## src/softmax_fmt_pkg.sv

```systemverilog
// Number formats shared by the softmax datapath.
// Inputs and outputs are Q8.8 and the datapath works in Q16.16.

package softmax_fmt_pkg;

    // Fraction bits of the external and internal formats
    localparam int IN_FRAC = 8;
    localparam int Q_FRAC  = 16;

    // Q8.8 element at the ports
    typedef logic signed [15:0] in_elem_t;

    // Q16.16 element inside the engine
    typedef logic signed [31:0] q_elem_t;

    // Four lanes per tile, element 0 in the most significant slot.
    // The tile size of the control side is derived from these types
    typedef in_elem_t [0:3] in_tile_t;
    typedef q_elem_t  [0:3] q_tile_t;

    // log2(e) ~ 1.442695
    localparam q_elem_t LOG2E_Q = 32'sh0001_7154;

    // ln(2) ~ 0.693147
    localparam q_elem_t LN2_Q = 32'sh0000_B172;

    // Start value of the running maximum
    localparam q_elem_t Q_MOST_NEG = 32'sh8000_0000;

endpackage

```

## src/softmax_ctrl_pkg.sv

```systemverilog
// Sizes, buffer geometry, engine states and the structs passed between blocks.
// Compiled after the number format package.

package softmax_ctrl_pkg;

    localparam int TILE_SIZE      = $bits(softmax_fmt_pkg::q_tile_t) /
                                    $bits(softmax_fmt_pkg::q_elem_t);
    localparam int TOTAL_ELEMENTS = 32;
    localparam int NUM_TILES      = TOTAL_ELEMENTS / TILE_SIZE;
    localparam int TILE_ADDR_W    = $clog2(NUM_TILES);

    // Q16.16 plus guard bits for the sum of all exponentials
    localparam int SUM_W = $bits(softmax_fmt_pkg::q_elem_t) + 6;

    typedef logic [SUM_W-1:0] sum_t;

    typedef enum logic [2:0] {
        IDLE,
        SUM_PASS,
        LN_STEP,
        OUT_PASS,
        FINISH
    } engine_state_e;

    // Loader write port into the tile buffer
    typedef struct packed {
        logic                     we;
        logic [TILE_ADDR_W-1:0]   addr;
        softmax_fmt_pkg::q_tile_t data;
    } ram_wr_t;

    // End of load pass, carries the vector maximum
    typedef struct packed {
        logic                     loaded;
        softmax_fmt_pkg::q_elem_t max_val;
    } load_summary_t;

endpackage

```

## src/tile_loader.sv

```systemverilog
// Load pass: converts Q8.8 tiles to Q16.16, writes them to the tile buffer
// and tracks the running maximum. Pulses the summary once a full vector is in.
`timescale 1ns/1ps

module tile_loader (
    input  logic                           clk,
    input  logic                           rst_n,
    input  softmax_fmt_pkg::in_tile_t      tile_in,
    input  logic                           tile_in_valid,
    input  logic                           busy,
    output softmax_ctrl_pkg::ram_wr_t      wr,
    output softmax_ctrl_pkg::load_summary_t summary
);

    logic                                     accept;
    logic [softmax_ctrl_pkg::TILE_ADDR_W-1:0] tile_cnt;
    softmax_fmt_pkg::q_elem_t                 max_q;
    softmax_fmt_pkg::q_elem_t                 tile_max;
    softmax_fmt_pkg::q_tile_t                 conv_tile;

    logic                                     we_q;
    logic [softmax_ctrl_pkg::TILE_ADDR_W-1:0] addr_q;
    softmax_fmt_pkg::q_tile_t                 data_q;
    logic                                     loaded_q;

    assign accept = tile_in_valid && !busy;

    // Format conversion and max over the tile plus the running max
    always_comb begin
        softmax_fmt_pkg::q_elem_t e;
        tile_max = max_q;
        for (int i = 0; i < softmax_ctrl_pkg::TILE_SIZE; i++) begin
            e = tile_in[i];                                        // Sign extend
            e = e <<< (softmax_fmt_pkg::Q_FRAC - softmax_fmt_pkg::IN_FRAC);
            conv_tile[i] = e;
            if (e > tile_max) begin
                tile_max = e;
            end
        end
    end

    always_ff @(posedge clk) begin
        if (!rst_n) begin
            we_q     <= 1'b0;
            loaded_q <= 1'b0;
            tile_cnt <= '0;
            max_q    <= softmax_fmt_pkg::Q_MOST_NEG;
        end else begin
            we_q     <= accept;
            loaded_q <= we_q && (int'(addr_q) == softmax_ctrl_pkg::NUM_TILES - 1);
            if (accept) begin
                if (int'(tile_cnt) == softmax_ctrl_pkg::NUM_TILES - 1) begin
                    tile_cnt <= '0;                                // Ready for next vector
                end else begin
                    tile_cnt <= tile_cnt + 1'b1;
                end
                max_q <= tile_max;
            end else if (loaded_q) begin
                max_q <= softmax_fmt_pkg::Q_MOST_NEG;              // Engine has latched it
            end
        end
    end

    // Write payload, qualified by we_q
    always_ff @(posedge clk) begin
        addr_q <= tile_cnt;
        data_q <= conv_tile;
    end

    assign wr      = '{we: we_q, addr: addr_q, data: data_q};
    assign summary = '{loaded: loaded_q, max_val: max_q};

    // Sender must hold off while the engine owns the buffer
    a_no_input_when_busy: assert property (
        @(posedge clk) disable iff (!rst_n) !(tile_in_valid && busy)
    );

endmodule

```

## src/tile_ram.sv

```systemverilog
// Tile buffer with one write port and one read port.
// Read data is registered and appears one cycle after the address.
`timescale 1ns/1ps

module tile_ram (
    input  logic                                     clk,
    input  softmax_ctrl_pkg::ram_wr_t                wr,
    input  logic [softmax_ctrl_pkg::TILE_ADDR_W-1:0] rd_addr,
    output softmax_fmt_pkg::q_tile_t                 rd_data
);

    softmax_fmt_pkg::q_tile_t mem [softmax_ctrl_pkg::NUM_TILES];

    always_ff @(posedge clk) begin
        if (wr.we) begin
            mem[wr.addr] <= wr.data;
        end
    end

    always_ff @(posedge clk) begin
        rd_data <= mem[rd_addr];                                   // Registered read
    end

    // Loader fills the buffer in tile order
    a_wr_addr_in_order: assert property (
        @(posedge clk) (wr.we && $past(wr.we)) |-> (wr.addr == $past(wr.addr) + 1'b1)
    );

endmodule

```

## src/exp_tile.sv

```systemverilog
// Approximate exp() of a tile of non-positive Q16.16 values.
// Base-2 range reduction with a linear mantissa, fully combinational.
`timescale 1ns/1ps

module exp_tile (
    input  softmax_fmt_pkg::q_tile_t x,
    output softmax_fmt_pkg::q_tile_t y
);

    // exp(x) = 2^(x*log2e) = 2^n * 2^f, with 2^f ~ 1 + f
    function automatic softmax_fmt_pkg::q_elem_t exp_elem(
        input softmax_fmt_pkg::q_elem_t xe
    );
        logic signed [63:0]       prod;
        softmax_fmt_pkg::q_elem_t t;
        softmax_fmt_pkg::q_elem_t n_neg;
        logic [31:0]              mant;
        prod  = 64'(xe) * 64'(softmax_fmt_pkg::LOG2E_Q);
        t     = prod[softmax_fmt_pkg::Q_FRAC +: 32];               // Back to Q16.16, floors
        n_neg = -(t >>> softmax_fmt_pkg::Q_FRAC);                  // -n, integer part
        mant  = (32'd1 << softmax_fmt_pkg::Q_FRAC) |
                32'(t[softmax_fmt_pkg::Q_FRAC-1:0]);               // 1 + f
        if (n_neg > softmax_fmt_pkg::Q_FRAC) begin
            exp_elem = '0;                                         // Below one LSB
        end else begin
            exp_elem = mant >> n_neg;
        end
    endfunction

    always_comb begin
        for (int i = 0; i < softmax_ctrl_pkg::TILE_SIZE; i++) begin
            y[i] = exp_elem(x[i]);
        end
    end

endmodule

```

## src/ln_unit.sv

```systemverilog
// Approximate natural log of the exponential sum.
// ln(s) = ln2 * (k + log2 m), with log2 m ~ m - 1 for m in [1, 2).
`timescale 1ns/1ps

module ln_unit (
    input  softmax_ctrl_pkg::sum_t   sum,
    output softmax_fmt_pkg::q_elem_t ln_val
);

    int                                  lead;
    softmax_ctrl_pkg::sum_t              norm;
    logic [softmax_fmt_pkg::Q_FRAC-1:0]  frac;
    softmax_fmt_pkg::q_elem_t            val;
    logic signed [63:0]                  prod;

    always_comb begin
        lead = 0;
        for (int i = 0; i < softmax_ctrl_pkg::SUM_W; i++) begin
            if (sum[i]) begin
                lead = i;                                          // Highest set bit wins
            end
        end

        // Leading one to the top, the bits under it form the mantissa fraction
        norm = sum << (softmax_ctrl_pkg::SUM_W - 1 - lead);
        frac = norm[softmax_ctrl_pkg::SUM_W-2 -: softmax_fmt_pkg::Q_FRAC];

        // k counts from 1.0, which sits at bit Q_FRAC
        val  = ((lead - softmax_fmt_pkg::Q_FRAC) <<< softmax_fmt_pkg::Q_FRAC) + int'(frac);
        prod = 64'(val) * 64'(softmax_fmt_pkg::LN2_Q);
        ln_val = prod[softmax_fmt_pkg::Q_FRAC +: 32];
    end

endmodule

```

## src/softmax_engine.sv

```systemverilog
// Softmax consumer: sum pass, log step and output pass over the tile buffer.
// Three stage pipeline per tile: RAM read, subtract, exp into sum or output.
`timescale 1ns/1ps

module softmax_engine (
    input  logic                                     clk,
    input  logic                                     rst_n,
    input  softmax_ctrl_pkg::load_summary_t          summary,
    output logic                                     busy,
    output logic [softmax_ctrl_pkg::TILE_ADDR_W-1:0] rd_addr,
    input  softmax_fmt_pkg::q_tile_t                 rd_data,
    output softmax_fmt_pkg::in_tile_t                tile_out,
    output logic                                     tile_out_valid,
    output logic                                     done
);

    softmax_ctrl_pkg::engine_state_e        state;
    logic [softmax_ctrl_pkg::TILE_ADDR_W:0] addr_cnt;
    logic                                   issue;
    logic [1:0]                             pipe_vld;      // [0] rd_data, [1] diff_q
    logic                                   last_in_exp;

    softmax_fmt_pkg::q_elem_t  max_q;
    softmax_fmt_pkg::q_elem_t  ln_q;
    softmax_fmt_pkg::q_elem_t  ln_val;
    softmax_fmt_pkg::q_elem_t  sub_val;
    softmax_fmt_pkg::q_tile_t  diff_q;
    softmax_fmt_pkg::q_tile_t  exp_y;
    softmax_ctrl_pkg::sum_t    sum_acc;
    softmax_ctrl_pkg::sum_t    tile_sum;
    softmax_fmt_pkg::in_tile_t out_q;
    logic                      out_vld_q;
    logic                      done_q;

    assign issue = (state == softmax_ctrl_pkg::SUM_PASS || state == softmax_ctrl_pkg::OUT_PASS)
                   && (int'(addr_cnt) < softmax_ctrl_pkg::NUM_TILES);
    assign rd_addr = addr_cnt[softmax_ctrl_pkg::TILE_ADDR_W-1:0];

    // Final tile is in the exp stage, nothing behind it
    assign last_in_exp = (int'(addr_cnt) == softmax_ctrl_pkg::NUM_TILES) && (pipe_vld == 2'b10);

    assign busy    = (state != softmax_ctrl_pkg::IDLE) || summary.loaded;
    assign sub_val = (state == softmax_ctrl_pkg::OUT_PASS) ? max_q + ln_q : max_q;

    exp_tile exp_tile_inst (
        .x (diff_q),
        .y (exp_y)
    );

    ln_unit ln_unit_inst (
        .sum    (sum_acc),
        .ln_val (ln_val)
    );

    always_comb begin
        tile_sum = '0;
        for (int i = 0; i < softmax_ctrl_pkg::TILE_SIZE; i++) begin
            tile_sum = tile_sum + softmax_ctrl_pkg::sum_t'(exp_y[i]);   // exp is never negative
        end
    end

    always_ff @(posedge clk) begin
        if (!rst_n) begin
            state     <= softmax_ctrl_pkg::IDLE;
            addr_cnt  <= '0;
            pipe_vld  <= '0;
            sum_acc   <= '0;
            out_vld_q <= 1'b0;
            done_q    <= 1'b0;
        end else begin
            pipe_vld  <= {pipe_vld[0], issue};
            out_vld_q <= pipe_vld[1] && (state == softmax_ctrl_pkg::OUT_PASS);
            done_q    <= (state == softmax_ctrl_pkg::FINISH);
            if (issue) begin
                addr_cnt <= addr_cnt + 1'b1;
            end
            if (pipe_vld[1] && state == softmax_ctrl_pkg::SUM_PASS) begin
                sum_acc <= sum_acc + tile_sum;
            end

            case (state)
                softmax_ctrl_pkg::IDLE: begin
                    if (summary.loaded) begin
                        state    <= softmax_ctrl_pkg::SUM_PASS;
                        addr_cnt <= '0;
                        sum_acc  <= '0;
                    end
                end
                softmax_ctrl_pkg::SUM_PASS: begin
                    if (last_in_exp) state <= softmax_ctrl_pkg::LN_STEP;
                end
                softmax_ctrl_pkg::LN_STEP: begin
                    state    <= softmax_ctrl_pkg::OUT_PASS;
                    addr_cnt <= '0;                                // Second sweep of the buffer
                end
                softmax_ctrl_pkg::OUT_PASS: begin
                    if (last_in_exp) state <= softmax_ctrl_pkg::FINISH;
                end
                default: begin
                    state <= softmax_ctrl_pkg::IDLE;               // FINISH, last tile on the output
                end
            endcase
        end
    end

    // Datapath registers, qualified by state and pipe_vld
    always_ff @(posedge clk) begin
        if (state == softmax_ctrl_pkg::IDLE && summary.loaded) begin
            max_q <= summary.max_val;
        end
        if (state == softmax_ctrl_pkg::LN_STEP) begin
            ln_q <= ln_val;
        end
        if (pipe_vld[0]) begin
            for (int i = 0; i < softmax_ctrl_pkg::TILE_SIZE; i++) begin
                diff_q[i] <= rd_data[i] - sub_val;                 // Always <= 0
            end
        end
        if (pipe_vld[1] && state == softmax_ctrl_pkg::OUT_PASS) begin
            for (int i = 0; i < softmax_ctrl_pkg::TILE_SIZE; i++) begin
                out_q[i] <= softmax_fmt_pkg::in_elem_t'(
                    exp_y[i] >>> (softmax_fmt_pkg::Q_FRAC - softmax_fmt_pkg::IN_FRAC));
            end
        end
    end

    assign tile_out       = out_q;
    assign tile_out_valid = out_vld_q;
    assign done           = done_q;

    // Output tiles only while the output pass runs or drains
    a_out_in_out_pass: assert property (
        @(posedge clk) disable iff (!rst_n)
        tile_out_valid |-> (state == softmax_ctrl_pkg::OUT_PASS ||
                            state == softmax_ctrl_pkg::FINISH)
    );

    // done closes the output stream, right behind the last tile
    a_done_after_last_tile: assert property (
        @(posedge clk) disable iff (!rst_n)
        done |-> ($past(tile_out_valid) && !tile_out_valid)
    );

endmodule

```

## src/softmax_top.sv

```systemverilog
// Top level of the tiled softmax.
// Loader fills the tile buffer, the engine reads it back twice and streams the result.
`timescale 1ns/1ps

module softmax_top (
    input  logic                      clk,
    input  logic                      rst_n,
    input  softmax_fmt_pkg::in_tile_t tile_in,
    input  logic                      tile_in_valid,
    output softmax_fmt_pkg::in_tile_t tile_out,
    output logic                      tile_out_valid,
    output logic                      done
);

    softmax_ctrl_pkg::ram_wr_t                wr;
    softmax_ctrl_pkg::load_summary_t          summary;
    logic                                     busy;
    logic [softmax_ctrl_pkg::TILE_ADDR_W-1:0] rd_addr;
    softmax_fmt_pkg::q_tile_t                 rd_data;

    tile_loader tile_loader_inst (
        .clk           (clk),
        .rst_n         (rst_n),
        .tile_in       (tile_in),
        .tile_in_valid (tile_in_valid),
        .busy          (busy),
        .wr            (wr),
        .summary       (summary)
    );

    tile_ram tile_ram_inst (
        .clk     (clk),
        .wr      (wr),
        .rd_addr (rd_addr),
        .rd_data (rd_data)
    );

    softmax_engine softmax_engine_inst (
        .clk            (clk),
        .rst_n          (rst_n),
        .summary        (summary),
        .busy           (busy),
        .rd_addr        (rd_addr),
        .rd_data        (rd_data),
        .tile_out       (tile_out),
        .tile_out_valid (tile_out_valid),
        .done           (done)
    );

endmodule

```

## config.mk

```make
export PLATFORM = sky130hd
export DESIGN_NAME = softmax_top
export DESIGN_NICKNAME = d
export VERILOG_FILES = /design/src/softmax_fmt_pkg.sv /design/src/softmax_ctrl_pkg.sv /design/src/tile_loader.sv /design/src/tile_ram.sv /design/src/exp_tile.sv /design/src/ln_unit.sv /design/src/softmax_engine.sv /design/src/softmax_top.sv
export SDC_FILE = /design/constraint.sdc
export NUM_CORES = 2
export LEC_CHECK = 0
export BUFFER_PORTS_ARGS = -buffer_cell sky130_fd_sc_hd__buf_4
export CAP_MARGIN = 0
export CELL_PAD_IN_SITES_DETAIL_PLACEMENT = 1
export CELL_PAD_IN_SITES_GLOBAL_PLACEMENT = 1
export CORE_MARGIN = 8
export CORE_UTILIZATION = 52
export CTS_CLUSTER_DIAMETER = 80
export DETAILED_ROUTE_END_ITERATION = 10
export PLACE_DENSITY = 0.81
export SETUP_SLACK_MARGIN = 0.3
export SLEW_MARGIN = 20
export SYNTH_ARGS = -nofsm -noshare
export SYNTH_HDL_FRONTEND = slang
export SYNTH_SLANG_ARGS = --single-unit
```

## constraint.sdc

```tcl
create_clock -name clk -period 16.8 [get_ports clk]
set_input_delay 3.36 -clock clk [delete_from_list [all_inputs] [get_ports clk]]
set_output_delay 3.36 -clock clk [all_outputs]
set_load 0.01 [all_outputs]
```

Word-level counts from Yosys, hierarchy flattened. Memories as Yosys holds them, arrays and structs flattened. A register that Yosys moved wholly into a read port is not among the register bits. Index checks and enable logic that the tools add are counted.

Add/subtract/negate cells: 18. Multipliers: 5. Divide/modulo/power cells: 0. Magnitude comparators: 9. Eq/ne operators: 11. Shift operators: 5. Multiplexer cells: 61. Bitwise logic cells: 0. Reductions and logical operators: 14.

Operators with widths (number): $mux 32 (46); $mul 32x16->46 const B (4); $gt 24x32->1 (4); $gt 32x6->1 const B (4); $neg 16->32 (4); $shr 32x32->32 (4); $sub 32x32->32 (4); $add 38x38->38 (3); $mux 38 (3); $mul 32x16->47 const B (1); $shl 38x32->37 (1); $add 32x32->33 (1); $add 32x17->32 (1); $add 32x32->32 (1); $sub 7x32->32 const A (1); $sub 16x6->16 const B (1); $mux 3 (4); $pmux 3 s4 (1); $eq 3x1->1 const B (3); $mux 4 (2); $pmux 4 s2 (1); $logic_and 1x1->1 (7); $eq 3x2->1 const B (2); $add 4x1->4 const B (1); other kinds (15) (19).

Register bits: 537. Bits in latches: 0. Memory bits (writable): 768. Memory bits (read-only): 0. Input port bits: 67. Output and inout port bits: 66. Logic and storage cells: 153. Memories: 1.

Memory list: tile_ram_inst.mem (depth 8, width 96, rd ports 1, clocked after memory_dff 1, wr ports 1, RTL line tile_ram.sv:12) `softmax_fmt_pkg::q_tile_t mem [softmax_ctrl_pkg::NUM_TILES];`.

Depth between registers and ports, before layout.
Depth after elaboration: 41. Mapped depth: 68. Gate-level depth less buffers: 66.

Hierarchy. From an unflattened synthesis, not the netlist that was laid out.

Cells, all modules: 10902. Area, all modules: 123920.1 um2.

By module, submodules not included: exp_tile (instances 1, cells each 5335, area each 44472.7 um2); tile_ram (instances 1, cells each 1620, area each 41554.9 um2); softmax_engine (instances 1, cells each 2072, area each 21838.4 um2); ln_unit (instances 1, cells each 1114, area each 9431.5 um2); tile_loader (instances 1, cells each 761, area each 6622.6 um2).

Worst setup path before layout. No wires, ideal clock.

Path type: flip-flop to flip-flop. From: reg softmax_engine_inst.diff_q[7] (netlist bit). To: reg softmax_engine_inst.sum_acc[37]. Setup time: 0.123 ns. Arrival: 15.376 ns. Slack: 1.301 ns. Cell stages (with the launch flop): 62. Clock period less this slack: 15.499 ns. Cell sequence: edfxtp_1 -> inv_1 -> fa_1 -> inv_1 -> ha_1 -> inv_1 -> fa_1 -> inv_1 -> fa_1 -> fa_1 -> inv_1 -> fa_1 -> inv_1 -> ha_1 -> a21o_1 -> a21o_1 -> a21o_1 -> a21oi_1 -> [... 26 more ...] -> o21ai_0 -> o41a_1 -> a21oi_1 -> xor2_1 -> fa_1 -> fa_1 -> inv_1 -> ha_1 -> and3_1 -> a21oi_1 -> o21ai_0 -> o41ai_1 -> o221a_2 -> a31oi_1 -> a41oi_1 -> nor3b_1 -> a21oi_1 -> nand3_1.

Word-level cells in the longest chain between the ends: 9. Elaborated cells between the ends (all ways): 10.

Ends and longest elaborated chain: start, declared (RTL line softmax_engine.sv:27) `softmax_fmt_pkg::q_tile_t diff_q;`; start signal, assigned by index (RTL line softmax_engine.sv:116) `diff_q[i] <= rd_data[i] - sub_val;`; $mul 32x16->46 * (RTL line exp_tile.sv:18) `prod = 64'(xe) * 64'(softmax_fmt_pkg::LOG2E_Q);`; $neg 16->32 (RTL line exp_tile.sv:20) `n_neg = -(t >>> softmax_fmt_pkg::Q_FRAC);`; $gt 32x6->1 or $shr 32x32->32 (tied branches) (RTL line exp_tile.sv:23, exp_tile.sv:26); $mux 32 * (RTL line exp_tile.sv:23) `if (n_neg > softmax_fmt_pkg::Q_FRAC) begin`; $add 38x38->38 * (RTL line softmax_engine.sv:58) `tile_sum = tile_sum + softmax_ctrl_pkg::sum_t'(exp_y[i]);`; $add 38x38->38 * (RTL line softmax_engine.sv:78) `sum_acc <= sum_acc + tile_sum;`; $mux 38 * (RTL line softmax_engine.sv:77) `if (pipe_vld[1] && state == softmax_ctrl_pkg::SUM_PASS) begin`; $mux 38 (RTL line softmax_engine.sv:83) `if (summary.loaded) begin`; $mux 38 * (RTL line softmax_engine.sv:81) `case (state)`; end signal, assigned (RTL line softmax_engine.sv:78); end, declared (RTL line softmax_engine.sv:29) `softmax_ctrl_pkg::sum_t sum_acc;`.

Every way passes the cells marked *; elsewhere a longest branch is shown, timed or not. A chain may end at the register's enable or synchronous reset.

Worst setup path in the final report.
From: reg softmax_engine_inst.diff_q[6] (netlist bit). To: reg softmax_engine_inst.sum_acc[34].

Same word-level chain as after synthesis.

==> impl_metrics.py <==
metrics = {
    "route": {
        "drc": 0,
        "route.met2.wl_um": 152000,
        "met3_length_um": 20500,
        "drt-initial-drc-count": 5679,
        "num_vias": 71100,
        "wirelength_um": 312000,
        "dr.pass1.iters": 8,
        "routed_via_density": 6.11,
        "maxUsedRoutingLayer": "met5",
        "antenna_left": 0,
        "wire_per_inst_um": 26.8,
        "wl_met1_um": 121000,
    },
    "timing": {
        "setup_ws_ns": 0.955,
        "rsz0062_at_grt": "true",
        "final_max_slew_viol_count": 0,
        "period_needed_ns": 15.84,
        "max_clock_freq_mhz": 63.1,
        "finalClockSkew_ns": 0.118,
        "tightest_slew_ns": 1.19,
        "hold_viol_final": 0,
        "fin_crit_sh_pct": 94.3,
        "setup_tns_ns": 0,
        "slew_headroom_pct": 20.8,
        "setup-violations-final": 0,
    },
    "clocking": {
        "ctsHoldBuffers": 0,
        "cts_root_buffer": "clkbuf_16",
        "cts_buffers": 101,
        "clkLatencyLatePin_ns": 0.80,
        "htree_levels": 3,
        "clock-sinks": 961,
        "clkTransAtPathRegs_ns": 0.06,
        "clock_path_buffers": 3,
        "cts_tree": "yes",
    },
    "layout": {
        "drive_above_1_share_pct": 8.97,
        "area_growth_syn_to_layout_pct": 8.87,
        "final_cell_count_no_fill": 11600,
        "nets": 11300,
        "utilization_pct": 57.0,
    },
    "min_path": {
        "hold_path.class": "flop to flop",
    },
    "grt": {
        "antenna_found_initial": 28,
        "overflow": 0,
        "globalRouteTotalUtil_pct": 32.0,
        "grt_max_degree": 91,
        "grt_pass1_wl_um": 477000,
        "grt_pass1_vias": 78500,
    },
    "placed_design": {
        "port_buffers": 132,
        "dp_hpwl_um": 241000,
        "dp_slack_ns": 0.108,
        "place_congestion": 0.977,
        "placedCellCount": 11400,
    },
    "critical_path": {
        "worstSetupStartpointType": "flop",
        "required_ns": 17.38,
        "cp.arrival_ns": 16.42,
        "cp_slowest_cell": "or4_4",
        "cp_max_fo": 6,
        "max_stage_delay_ns": 0.62,
        "path_class": "flop to flop",
        "endpoint_kind": "flop",
        "path_common_cell": "fa_1",
    },
    "synthesis": {
        "synth_edf_count": 744,
        "synth.most_common_cell": "inv_1",
        "syn_nets": 11100,
        "yosysSeqAreaShare_pct": 28.5,
        "ys_warn_count": 0,
        "netlist.area_leader.share_pct": 23.9,
        "async_reset_ff_share_pct": 0,
        "netlist_area_sq_mm": 0.0936,
        "synth_ff_type": "edfxtp_1",
        "syn_inst": 9016,
        "ys_seq_elements": 961,
        "ys_top_cells_by_count": "inv_1, ha_1, fa_1",
        "synth_area_leaders": "edfxtp_1, fa_1, ha_1",
        "ys_types": 109,
        "synth_area_leader_cell": "edfxtp_1",
        "avgSynthCellArea_sq_um": 10.4,
    },
    "floorplan": {
        "pin_count": 133,
        "std_cell_rows": 155,
        "start_util_pct": 52.4,
        "die-area_sq_mm": 0.194,
        "chipHeight_um": 440,
        "fp.dieW_um": 440,
        "core-area_sq_mm": 0.179,
    },
    "run": {
        "max_cap_viol_count": 0,
    },
    "power_and_ir_drop": {
        "power_mw": 7.56,
        "peakVddDrop_mv": 0.171,
        "pwr_density_cell_mw_per_mm2": 74.2,
        "leakagePower_nw": 46.4,
    },
    "run_status": {
        "outcome": "complete, no violations",
    },
}
through the flow:
stage / hold slack [ns] / instance area (sq um)
6_report: 0.377 / 102000
3_3_place_gp: 0.366 / 97800
2_1_floorplan: 0.355 / 93600
4_1_cts: 0.379 / 101000
5_1_grt: 0.384 / 102000
3_5_place_dp: 0.366 / 97800
power breakdown:
part | internal (mW) | switching [mW] | leakage (nW)
registers | 2.70 | 0.0792 | 8.40
clock network | 1.34 | 1.07 | 1.72
logic | 0.936 | 1.43 | 36.3
total | 4.97 | 2.58 | 46.4
logic make-up after synthesis:
group | Yosys count | synth area share [%]
flops | 961 | 28.5
xor+xnor | 412 | 3.86
compound gates | 1609 | 11.1
simple gates | 1740 | 9.09
mux | 351 | 5.75
fa+ha+maj | 2016 | 33.9
buf+inv | 1927 | 7.75
critical path, delay by kind of cell (launching register included):
| kind | cells | cell delay (ns) |
|---|---|---|
| compound gates | 28 | 6.10 |
| buf+inv | 7 | 0.58 |
| fa+ha+maj | 12 | 5.06 |
| mux | 2 | 0.39 |
| flops | 1 | 0.42 |
| xor+xnor | 1 | 0.23 |
| simple gates | 9 | 2.90 |
placed cells by master, fill, tap and decap left out, types with 18 or more instances in the layout:
cell type,count
inv_1,1692
nor4_1,32
nor2_1,447
nand3_1,140
o21ai_0,289
mux2i_1,129
or2_2,25
clkinv_1,19
nand2b_1,104
dfxtp_1,213
nor3_1,144
o21a_1,66
nand2_1,445
edfxtp_1,744
a21o_1,178
o31ai_1,24
ha_1,1146
mux4_2,141
o211ai_1,45
and3_1,59
xnor2_1,265
a211o_1,18
and2_1,55
fa_1,868
a211oi_1,57
nor2b_1,75
nand4_1,50
or3_1,48
xor2_1,137
a21oi_1,523
buf_4,289
clkinv_2,23
mux2_2,79
clkbuf_16,101
o21bai_1,49
a31oi_1,57
path summary, 6_finish.rpt:
path,start,slack (ns),endpoint,cells past startpoint
setup reg to reg,softmax_engine_inst.diff_q[6],0.96,softmax_engine_inst.sum_acc[34],59
setup / recovery,softmax_engine_inst.diff_q[6],0.96,softmax_engine_inst.sum_acc[34],59
hold reg to reg,tile_loader_inst.tile_cnt[2],0.38,tile_loader_inst.addr_q[2],0
hold / removal,tile_loader_inst.tile_cnt[2],0.38,tile_loader_inst.addr_q[2],0
sequential cells by signal, summed over array words and instances (netlist names), 32 cells and up:
signal                        cells
softmax_engine_inst.diff_q      104
softmax_engine_inst.ln_q         32
softmax_engine_inst.max_q        32
softmax_engine_inst.sum_acc      38
softmax_engine_inst.tile_out     64
tile_loader_inst.max_q           32
tile_loader_inst.wr              64
tile_ram_inst.mem               512
tile_ram_inst.rd_data            64
final cells by class:
class                      count  area [sq um]
multi-input combinational   6128         60000
sequential                   961         26700
clock buffer                 123          2670
tap                         2355          2950
clock inverter                69           868
fill                       19200         76700
antenna                        8          20.0
timing repair buffer         293          2230
inverter                    1702          6400
routing by layer:
layer / global-route usage [%] / vias up
li1: - / 31200
met1: 39.2 / 36200
met2: 54.9 / 2817
met3: 5.04 / 919
met4: 16.3 / 20
met5: 0 / -
repair_timing:
action                     4_1_cts  5_1_grt
pin swaps                        0        8
buffers inserted                 0       29
setup endpoints to repair        6       13
gates resized for setup         14       40
No activity file was read; power rests on OpenSTA's default activity.
